## config.mk

```make
export PLATFORM = sky130hd
export DESIGN_NAME = scpu_io_ctrl
export DESIGN_NICKNAME = d
export VERILOG_FILES = /design/src/scpu_ctrl_pkg.sv /design/src/host_regs.sv /design/src/serial_link.sv /design/src/scpu_io_ctrl.sv
export SDC_FILE = /design/constraint.sdc
export NUM_CORES = 1
export LEC_CHECK = 0
export BUFFER_PORTS_ARGS = -buffer_cell sky130_fd_sc_hd__buf_4
export CAP_MARGIN = 25
export CORE_MARGIN = 5
export CORE_UTILIZATION = 36
export DETAILED_ROUTE_END_ITERATION = 10
export SYNTH_ARGS = -nofsm -noshare
export SYNTH_HDL_FRONTEND = slang
export SYNTH_SLANG_ARGS = --single-unit
```

## constraint.sdc

```tcl
create_clock -name csi_clk -period 2.3 [get_ports csi_clk]
set_input_delay 0.46 -clock csi_clk [delete_from_list [all_inputs] [get_ports csi_clk]]
set_output_delay 0.46 -clock csi_clk [all_outputs]
set_load 0.03 [all_outputs]
```

## src/scpu_ctrl_pkg.sv

```systemverilog
package scpu_ctrl_pkg;

    // --------------------------------------------------
    // Widths
    // --------------------------------------------------
    localparam int bus_data_w  = 32;
    localparam int bus_addr_w  = 2;
    localparam int sram_addr_w = 10;
    localparam int sram_data_w = 8;
    localparam int frame_w     = sram_addr_w + sram_data_w;  // 18 bits on the wire
    localparam int adc_w       = 10;
    localparam int cnt_w       = 5;                          // Holds 0 to frame_w
    localparam int test_mux_w  = 3;

    typedef logic [bus_data_w-1:0]  bus_word_t;
    typedef logic [bus_addr_w-1:0]  bus_addr_t;
    typedef logic [sram_addr_w-1:0] sram_addr_t;
    typedef logic [sram_data_w-1:0] sram_data_t;
    typedef logic [frame_w-1:0]     frame_t;       // {address, data}
    typedef logic [adc_w-1:0]       adc_t;
    typedef logic [1:0]             link_mode_t;   // {mod1, mod0}
    typedef logic [cnt_w-1:0]       bit_cnt_t;

    // --------------------------------------------------
    // Register map and bit positions
    // --------------------------------------------------
    localparam bus_addr_t reg_ctrl      = 2'd0;  // Write control, read status
    localparam bus_addr_t reg_sram_addr = 2'd1;
    localparam bus_addr_t reg_sram_data = 2'd2;
    localparam bus_addr_t reg_adc       = 2'd3;

    // Control word
    localparam int idx_ctrl_bgn  = 0;
    localparam int idx_load      = 1;
    localparam int idx_mod0      = 2;
    localparam int idx_mod1      = 3;
    localparam int idx_app_done  = 4;
    localparam int idx_cpu_bgn   = 5;
    localparam int idx_rst_n     = 6;
    localparam int idx_cpu_wait  = 7;
    localparam int idx_test_mux  = 8;   // Three bits wide

    // Status word
    localparam int idx_ctrl_rdy  = 0;
    localparam int idx_nxt_end   = 1;
    localparam int idx_nxt_cont  = 2;
    localparam int idx_app_start = 3;
    localparam int idx_link_busy = 4;

    // Serial link direction
    localparam link_mode_t mode_send = 2'b00;  // Host to chip
    localparam link_mode_t mode_recv = 2'b10;  // Chip to host

endpackage

```

## src/host_regs.sv

```systemverilog
`timescale 1ns/1ns

module host_regs import scpu_ctrl_pkg::*;
(
    input  logic                  csi_clk,
    input  logic                  rsi_reset_n,

    input  bus_addr_t             avs_address,
    input  logic                  avs_write,
    input  bus_word_t             avs_writedata,
    output bus_word_t             avs_readdata,

    input  frame_t                frame,
    input  logic                  busy,

    input  logic                  ctrl_rdy,
    input  logic                  nxt_end,
    input  logic                  nxt_cont,
    input  logic                  app_start,

    output logic                  ctrl_bgn,
    output logic                  ctrl_mod0,
    output logic                  ctrl_mod1,
    output logic                  rst_n_out,
    output logic                  cpu_wait,
    output logic                  app_done,
    output logic                  cpu_bgn,
    output logic [test_mux_w-1:0] test_mux,
    output adc_t                  adc_value,

    output logic                  load_pulse,
    output link_mode_t            link_mode,
    output sram_addr_t            sram_addr,
    output sram_data_t            sram_data
);

    logic       ctrl_wr;
    logic       ctrl_wr_d;     // Control write seen last cycle
    logic       mod0_q;
    logic       mod1_q;
    bus_word_t  status_word;

    assign ctrl_wr = avs_write && (avs_address == reg_ctrl);

    // --------------------------------------------------
    // Control word
    // --------------------------------------------------
    always_ff @(posedge csi_clk)
    begin
        if (!rsi_reset_n)
        begin
            ctrl_bgn  <= 1'b0;
            mod0_q    <= 1'b0;
            mod1_q    <= 1'b0;
            rst_n_out <= 1'b0;    // Chip held in reset
            cpu_wait  <= 1'b0;
            app_done  <= 1'b0;
            test_mux  <= '0;
        end
        else if (ctrl_wr)
        begin
            ctrl_bgn  <= avs_writedata[idx_ctrl_bgn];
            mod0_q    <= avs_writedata[idx_mod0];
            mod1_q    <= avs_writedata[idx_mod1];
            rst_n_out <= avs_writedata[idx_rst_n];
            cpu_wait  <= avs_writedata[idx_cpu_wait];
            app_done  <= avs_writedata[idx_app_done];
            test_mux  <= avs_writedata[idx_test_mux +: test_mux_w];
        end
    end

    // Only the first write of a back-to-back run fires a pulse
    always_ff @(posedge csi_clk)
    begin
        if (!rsi_reset_n)
        begin
            ctrl_wr_d  <= 1'b0;
            cpu_bgn    <= 1'b0;
            load_pulse <= 1'b0;
        end
        else
        begin
            ctrl_wr_d  <= ctrl_wr;
            cpu_bgn    <= ctrl_wr && !ctrl_wr_d && avs_writedata[idx_cpu_bgn];
            load_pulse <= ctrl_wr && !ctrl_wr_d && avs_writedata[idx_load];
        end
    end

    assign ctrl_mod0 = mod0_q;
    assign ctrl_mod1 = mod1_q & mod0_q;   // Pin mod1 needs mod0 set
    assign link_mode = {mod1_q, mod0_q};  // Raw mode for the link

    // --------------------------------------------------
    // Payload registers
    // --------------------------------------------------
    always_ff @(posedge csi_clk)
    begin
        if (avs_write && (avs_address == reg_sram_addr))
            sram_addr <= avs_writedata[sram_addr_w-1:0];
        if (avs_write && (avs_address == reg_sram_data))
            sram_data <= avs_writedata[sram_data_w-1:0];
    end

    // ADC value sent to the chip
    always_ff @(posedge csi_clk)
    begin
        if (!rsi_reset_n)
            adc_value <= '0;
        else if (avs_write && (avs_address == reg_adc))
            adc_value <= avs_writedata[adc_w-1:0];
    end

    // --------------------------------------------------
    // Read side
    // --------------------------------------------------
    always_comb
    begin
        status_word                = '0;
        status_word[idx_ctrl_rdy]  = ctrl_rdy;
        status_word[idx_nxt_end]   = nxt_end;
        status_word[idx_nxt_cont]  = nxt_cont;
        status_word[idx_app_start] = app_start;
        status_word[idx_link_busy] = busy;
    end

    always_comb
    begin
        case (avs_address)
            reg_ctrl:      avs_readdata = status_word;
            reg_sram_addr: avs_readdata = {{(bus_data_w-sram_addr_w){1'b0}},
                                           frame[frame_w-1 -: sram_addr_w]};
            reg_sram_data: avs_readdata = {{(bus_data_w-sram_data_w){1'b0}},
                                           frame[sram_data_w-1:0]};
            default:       avs_readdata = {{(bus_data_w-adc_w){1'b0}}, adc_value};
        endcase
    end

endmodule

```

## src/serial_link.sv

```systemverilog
`timescale 1ns/1ns

module serial_link import scpu_ctrl_pkg::*;
(
    input  logic        csi_clk,
    input  logic        rsi_reset_n,

    input  logic        load_pulse,
    input  link_mode_t  link_mode,
    input  sram_addr_t  sram_addr,
    input  sram_data_t  sram_data,

    input  logic        ctrl_so,
    output logic        ctrl_si,

    output frame_t      frame,
    output logic        busy
);

    bit_cnt_t  bit_cnt;     // Shifts still to go
    logic      is_send;
    logic      is_recv;

    assign is_send = (link_mode == mode_send);
    assign is_recv = (link_mode == mode_recv);

    // --------------------------------------------------
    // Bit counter
    // --------------------------------------------------
    // A send shows bit 0 before any shift, so it needs one shift less
    always_ff @(posedge csi_clk)
    begin
        if (!rsi_reset_n)
            bit_cnt <= '0;
        else if (load_pulse && is_send)
            bit_cnt <= bit_cnt_t'(frame_w - 1);
        else if (load_pulse && is_recv)
            bit_cnt <= bit_cnt_t'(frame_w);
        else if (bit_cnt != '0)
            bit_cnt <= bit_cnt - 1'b1;
    end

    assign busy = (bit_cnt != '0);

    // --------------------------------------------------
    // Frame register
    // --------------------------------------------------
    // Shift right, LSB goes out on si and so comes in at the top
    always_ff @(posedge csi_clk)
    begin
        if (!rsi_reset_n)
        begin
            frame <= '0;
        end
        else if (load_pulse && is_send)
        begin
            frame <= {sram_addr, sram_data};
        end
        else if (load_pulse && is_recv)
        begin
            frame <= frame;    // First sample taken next cycle
        end
        else if (busy)
        begin
            frame <= {ctrl_so, frame[frame_w-1:1]};
        end
    end

    assign ctrl_si = frame[0];

endmodule

```

## src/scpu_io_ctrl.sv

```systemverilog
`timescale 1ns/1ns

module scpu_io_ctrl import scpu_ctrl_pkg::*;
(
    input  logic                  csi_clk,
    input  logic                  rsi_reset_n,

    // Avalon-MM slave
    input  bus_addr_t             avs_address,
    input  logic                  avs_write,
    input  bus_word_t             avs_writedata,
    output bus_word_t             avs_readdata,

    // Chip outputs
    output logic                  ctrl_bgn,
    output logic                  ctrl_mod0,
    output logic                  ctrl_mod1,
    output logic                  ctrl_load,
    output logic                  ctrl_si,
    output logic                  cpu_bgn,
    output logic                  cpu_wait,
    output logic                  app_done,
    output logic                  rst_n_out,
    output logic [test_mux_w-1:0] test_mux,
    output adc_t                  adc_value,

    // Chip inputs
    input  logic                  ctrl_so,
    input  logic                  ctrl_rdy,
    input  logic                  nxt_end,
    input  logic                  nxt_cont,
    input  logic                  app_start
);

    // --------------------------------------------------
    // Register side to link side
    // --------------------------------------------------
    logic        load_pulse;
    link_mode_t  link_mode;
    sram_addr_t  sram_addr;
    sram_data_t  sram_data;
    frame_t      frame;
    logic        busy;

    assign ctrl_load = load_pulse;  // Chip sees the same pulse as the link

    host_regs host_regs_i (
        .csi_clk       (csi_clk),
        .rsi_reset_n   (rsi_reset_n),
        .avs_address   (avs_address),
        .avs_write     (avs_write),
        .avs_writedata (avs_writedata),
        .avs_readdata  (avs_readdata),
        .frame         (frame),
        .busy          (busy),
        .ctrl_rdy      (ctrl_rdy),
        .nxt_end       (nxt_end),
        .nxt_cont      (nxt_cont),
        .app_start     (app_start),
        .ctrl_bgn      (ctrl_bgn),
        .ctrl_mod0     (ctrl_mod0),
        .ctrl_mod1     (ctrl_mod1),
        .rst_n_out     (rst_n_out),
        .cpu_wait      (cpu_wait),
        .app_done      (app_done),
        .cpu_bgn       (cpu_bgn),
        .test_mux      (test_mux),
        .adc_value     (adc_value),
        .load_pulse    (load_pulse),
        .link_mode     (link_mode),
        .sram_addr     (sram_addr),
        .sram_data     (sram_data)
    );

    serial_link serial_link_i (
        .csi_clk     (csi_clk),
        .rsi_reset_n (rsi_reset_n),
        .load_pulse  (load_pulse),
        .link_mode   (link_mode),
        .sram_addr   (sram_addr),
        .sram_data   (sram_data),
        .ctrl_so     (ctrl_so),
        .ctrl_si     (ctrl_si),
        .frame       (frame),
        .busy        (busy)
    );

endmodule

```

### After elaboration in Yosys (flattened, before gate mapping)

Index checks and enable logic that the tools add are counted.

* flip-flop bits (word level): 63
* output and inout bits: 54
* logic and storage cells: 51

* $add $sub $neg: 1
* eq/ne operators: 5
* multiplexer cells: 7
* bitwise operators: 2
* reduce and logical (&&, ||, !) cells: 19

Operator list (count)
* 2-to-1 mux 18 bit: 3
* case mux 10 bit (3 select lines): 1
* 2-to-1 mux 5 bit: 3
* logical AND 1 bit: 9
* == test 2 bit, second input constant: 3
* nonzero test 5 bit: 1
* subtractor 5 x 1 -> 5 bit, second input constant: 1
* logical NOT 2 bit: 2
* nonzero test 2 bit: 2
* nonzero test 3 bit: 1
* OR reduction 3 bit: 1
* == test 2 x 1 -> 1 bit, second input constant: 1
* inequality test 2 x 1 -> 1 bit, second input constant: 1
* AND reduction 2 bit: 1
* OR reduction 2 bit: 1
* bitwise AND 1 bit: 1
* logical NOT 1 bit: 1
* NOT 1 bit: 1

### Depth between registers and ports, before layout

* depth in word-level cells: 4
* depth in mapped cells: 6
* gate-level depth less buffers: 5

### Cells and area by module

Synthesis repeated with hierarchy kept, for this count alone.

* cells, all modules: 283
* area total of the unflattened synthesis: 2877.8 um^2

By module, submodules not included
* host_regs: instances 1, cells each 149, area an instance 1798.0 um^2, sequential area each 980.9 um^2
* serial_link: instances 1, cells each 134, area an instance 1079.8 um^2, sequential area each 460.4 um^2

### Worst setup path after synthesis

Ideal clock, no wire load.

* path kind: flip-flop to output port
* start point: reg serial_link_i.bit_cnt[0]
* end point: out avs_readdata[4]
* arrival time: 1.575 ns
* data required time: 1.840 ns
* slack: 0.265 ns
* cell stages (with the launch flop): 5
* buffers on the path: 0
* cell sequence: dfxtp_1 -> inv_1 -> ha_1 -> or4b_4 -> mux4_2

* cells in the longest elaborated chain, start to end: 2

Ends and longest elaborated chain
* from (decl): line serial_link.sv:20 `bit_cnt_t bit_cnt;`
* from (signal assigned): line serial_link.sv:36 `bit_cnt <= bit_cnt_t'(frame_w - 1);`
* from (signal assigned): line serial_link.sv:38 `bit_cnt <= bit_cnt_t'(frame_w);`
* from (signal assigned): line serial_link.sv:40 `bit_cnt <= bit_cnt - 1'b1;`
* nonzero test 5 bit: line serial_link.sv:43 `assign busy = (bit_cnt != '0);`
* case mux 10 bit (3 select lines): line host_regs.sv:128 `case (avs_address)`
* to (decl): line scpu_io_ctrl.sv:12 `output bus_word_t avs_readdata,`

No other way between the ends.

### Worst setup path after layout

Same ends and word-level chain as after synthesis.

==> impl_metrics.toml <==
[worst_setup_path]
required_ns = 1.84
cp_max_fo = 2
path_class = "register to output pin"
worstSetupStartpointType = "register"
endpoint_kind = "output pin"
worstPathArrival_ns = 1.98

[sta]
fin_tns_setup_ns = -0.1380
slew_headroom_pct = 65.35
finalClockSkew_ns = 0.004606
hold_violations = 0
min_period_ns = 2.438
drv_slew = 0
grt_setup_unrepaired = "true"
max_freq_mhz = 410.2
worst_pin_slew_ns = 0.5198
setup_viol = 1
worst_slack_ns = -0.1380
post-route-period-util_pct = 106.0

[power]
clockPowerShare_pct = 30.9
pwr-share-comb_pct = 26.2
p_total_uw = 3050
irDropWorstVdd_v = 0.0004026
sequentialPowerShare_pct = 42.9
internal_power_uw = 2078
power.net_switching_uw = 972.1
power.share.switching_pct = 31.87
power.leakage_uw = 0.001377
p_per_area_nw_per_um2 = 847.5

[floorplan]
floorplan.rows = 33
start_util_pct = 36.41
fp.dieArea_um2 = 10140
fp.dieW_um = 100.7
die_h_um = 100.7
io_pins = 96
core_um2 = 8134

[clock_tree]
cts.sinks = 63
insertion_delay_ns = 0.33
ctsHoldBuffers = 0
root_buffer = "clkbuf_8"
cts-buffers-inserted = 9
htree_num_levels = 3
clk_pin_slew_ns = 0.07
clockBufferDepth = 2
cts_tree = "yes"

[final_layout]
layout_commonest_cell = "buf_4"
syn_to_final_growth_pct = 21.50
drive_gt1_share_pct = 31.23
nNetsFinal = 387
mostFrequentLayoutCells = "buf_4 (60), nand2_1 (58), dfxtp_1 (43)"
antennaDiodeCount = 0

[grt]
grt_pass1_vias = 2170
antenna_found_initial = 0
grt_first_pass_wirelength_um = 11210
grt_max_degree = 47
grt.overflow.total = 0
gr-usage-all-layers_pct = 14.37

[yosys]
async_reset_ff_share_pct = 0
yosysWarnings = 0
netlist_area_um2 = 2962
yosysSeqAreaShare_pct = 48.67
synth_cell_type_count = 33
synth-edff-count = 18
synth_seq_cells = 63
ys.flop_type = "dfxtp_1"
syn_area_per_cell_um2 = 10.07
syn_inst = 294

[routing]
drcViolationCount = 0
drt_iter0_drc = 156
first_pass_iters = 4
top_layer = "met4"
routed-wl-met3_um = 462
wl_met2_um = 3438
wl_met1_um = 3089
via_per_inst = 5.002
vias = 2271
postRouteAntennaNets = 0
routed_wl_um = 7096
wl_per_cell_um = 15.63

[min_path]
hold_class = "input port to register"

[placement]
portBuffers = 52
gp_congestion = 0.7678
hpwl_um = 4838

[status]
violations = "negative setup slack"
status = "complete, but fails checks"

[flow_run]
cap_violations = 0
[routing by layer]
metal | GRT usage, % | vias up
met5 | 0 | -
met4 | 5.699 | 0
met3 | 3.529 | 8
met2 | 23.59 | 81
met1 | 18.10 | 1095
li1 | - | 1087
[power by group through the flow]
stage | clock network, µW | logic (µW) | registers [µW]
4_1_cts | 955 | 798 | 1310
3_3_place_gp | 0 | 728 | 1330
6_report | 941 | 799 | 1310
2_1_floorplan | 0 | 529 | 1330
5_1_grt | 996 | 869 | 1320
3_5_place_dp | 0 | 732 | 1330
[critical path, stage by stage (launching register included)]
cell and delay (ns):
dfxtp_2 0.33, inv_2 0.07, ha_4 0.12, or4b_4 0.46
mux4_2 0.51, buf_6 0.16
[layout make-up]
type	instances	area (µm²)
Fill cell	801	4536
Sequential cell	63	1444
Multi-Input combinational cell	206	1360
Timing Repair Buffer	61	461.7
Clock buffer	12	145.1
Tap cell	105	131.4
Clock inverter	4	45.04
Inverter	3	11.26
[final timing paths]
| check | from | endpoint | slack (ns) | cells past startpoint |
|---|---|---|---|---|
| max reg2reg | serial_link_i.bit_cnt[0] | serial_link_i.bit_cnt[1] | 0.72 | 6 |
| min | avs_writedata[9] | host_regs_i.sram_addr[9] | 0.33 | 1 |
| min reg2reg | host_regs_i.ctrl_wr_d | host_regs_i.cpu_bgn | 0.42 | 1 |
| max | serial_link_i.bit_cnt[0] | avs_readdata[4] | -0.14 | 5 |
[sequential cells by signal (all words and copies together), names as in the netlist]
register	cells
serial_link_i.bit_cnt	5
host_regs_i.load_pulse	1
host_regs_i.ctrl_bgn	1
host_regs_i.app_done	1
host_regs_i.rst_n_out	1
host_regs_i.sram_data	8
host_regs_i.adc_value	10
host_regs_i.cpu_wait	1
host_regs_i.test_mux	3
host_regs_i.ctrl_wr_d	1
host_regs_i.ctrl_mod0	1
host_regs_i.cpu_bgn	1
serial_link_i.frame	18
host_regs_i.sram_addr	10
host_regs_i.mod1_q	1
[kinds of logic (layout without fill, tap and decap cells)]
group / after synthesis / after routing / synth area share, %
AO/OA/AOI/OAI: 54 / 54 / 11.45
multiplexers: 37 / 37 / 15.51
AND/OR/NAND/NOR: 91 / 91 / 14.66
other: 1 / 22 / 0.1266
adder cells (fa/ha/maj): 1 / 1 / 0.4224
XOR/XNOR: 1 / 1 / 0.2958
buffers and inverters: 46 / 80 / 8.872
flip-flops: 63 / 63 / 48.67
[stage by stage]
step	setup WS [ns]	util [%]	hold WS, ns	area [µm²]	std cells
4_1_cts	-0.1590	44.24	0.3150	3598	454
5_1_grt	-0.1935	44.24	0.3147	3598	454
3_5_place_dp	0.08333	41.30	0.4168	3359	434
2_1_floorplan	0.2648	-	0.3989	3040	315
6_report	-0.1380	44.24	0.3289	3598	454
3_3_place_gp	0.1300	41.30	0.4076	3359	434
[Yosys cell counts (5+ instances only)]
cell type | n | area [µm²]
clkbuf_1 | 13 | 48.80
o21ai_0 | 19 | 95.09
edfxtp_1 | 18 | 540.5
nor2b_1 | 12 | 75.07
a21boi_0 | 11 | 82.58
buf_2 | 6 | 30.03
mux2_2 | 21 | 236.5
a31oi_1 | 18 | 112.6
mux4_2 | 5 | 112.6
dfxtp_1 | 45 | 900.9
buf_4 | 22 | 165.2
nand2_1 | 58 | 217.7
mux2i_1 | 11 | 110.1
[timing repair]
action,4_1_cts,5_1_grt
setup buffers,4,0
pin swaps,1,0
endpoints found under the setup margin,1,1
resized for setup,7,0
Note: power is estimated with default switching activity, not from simulation.
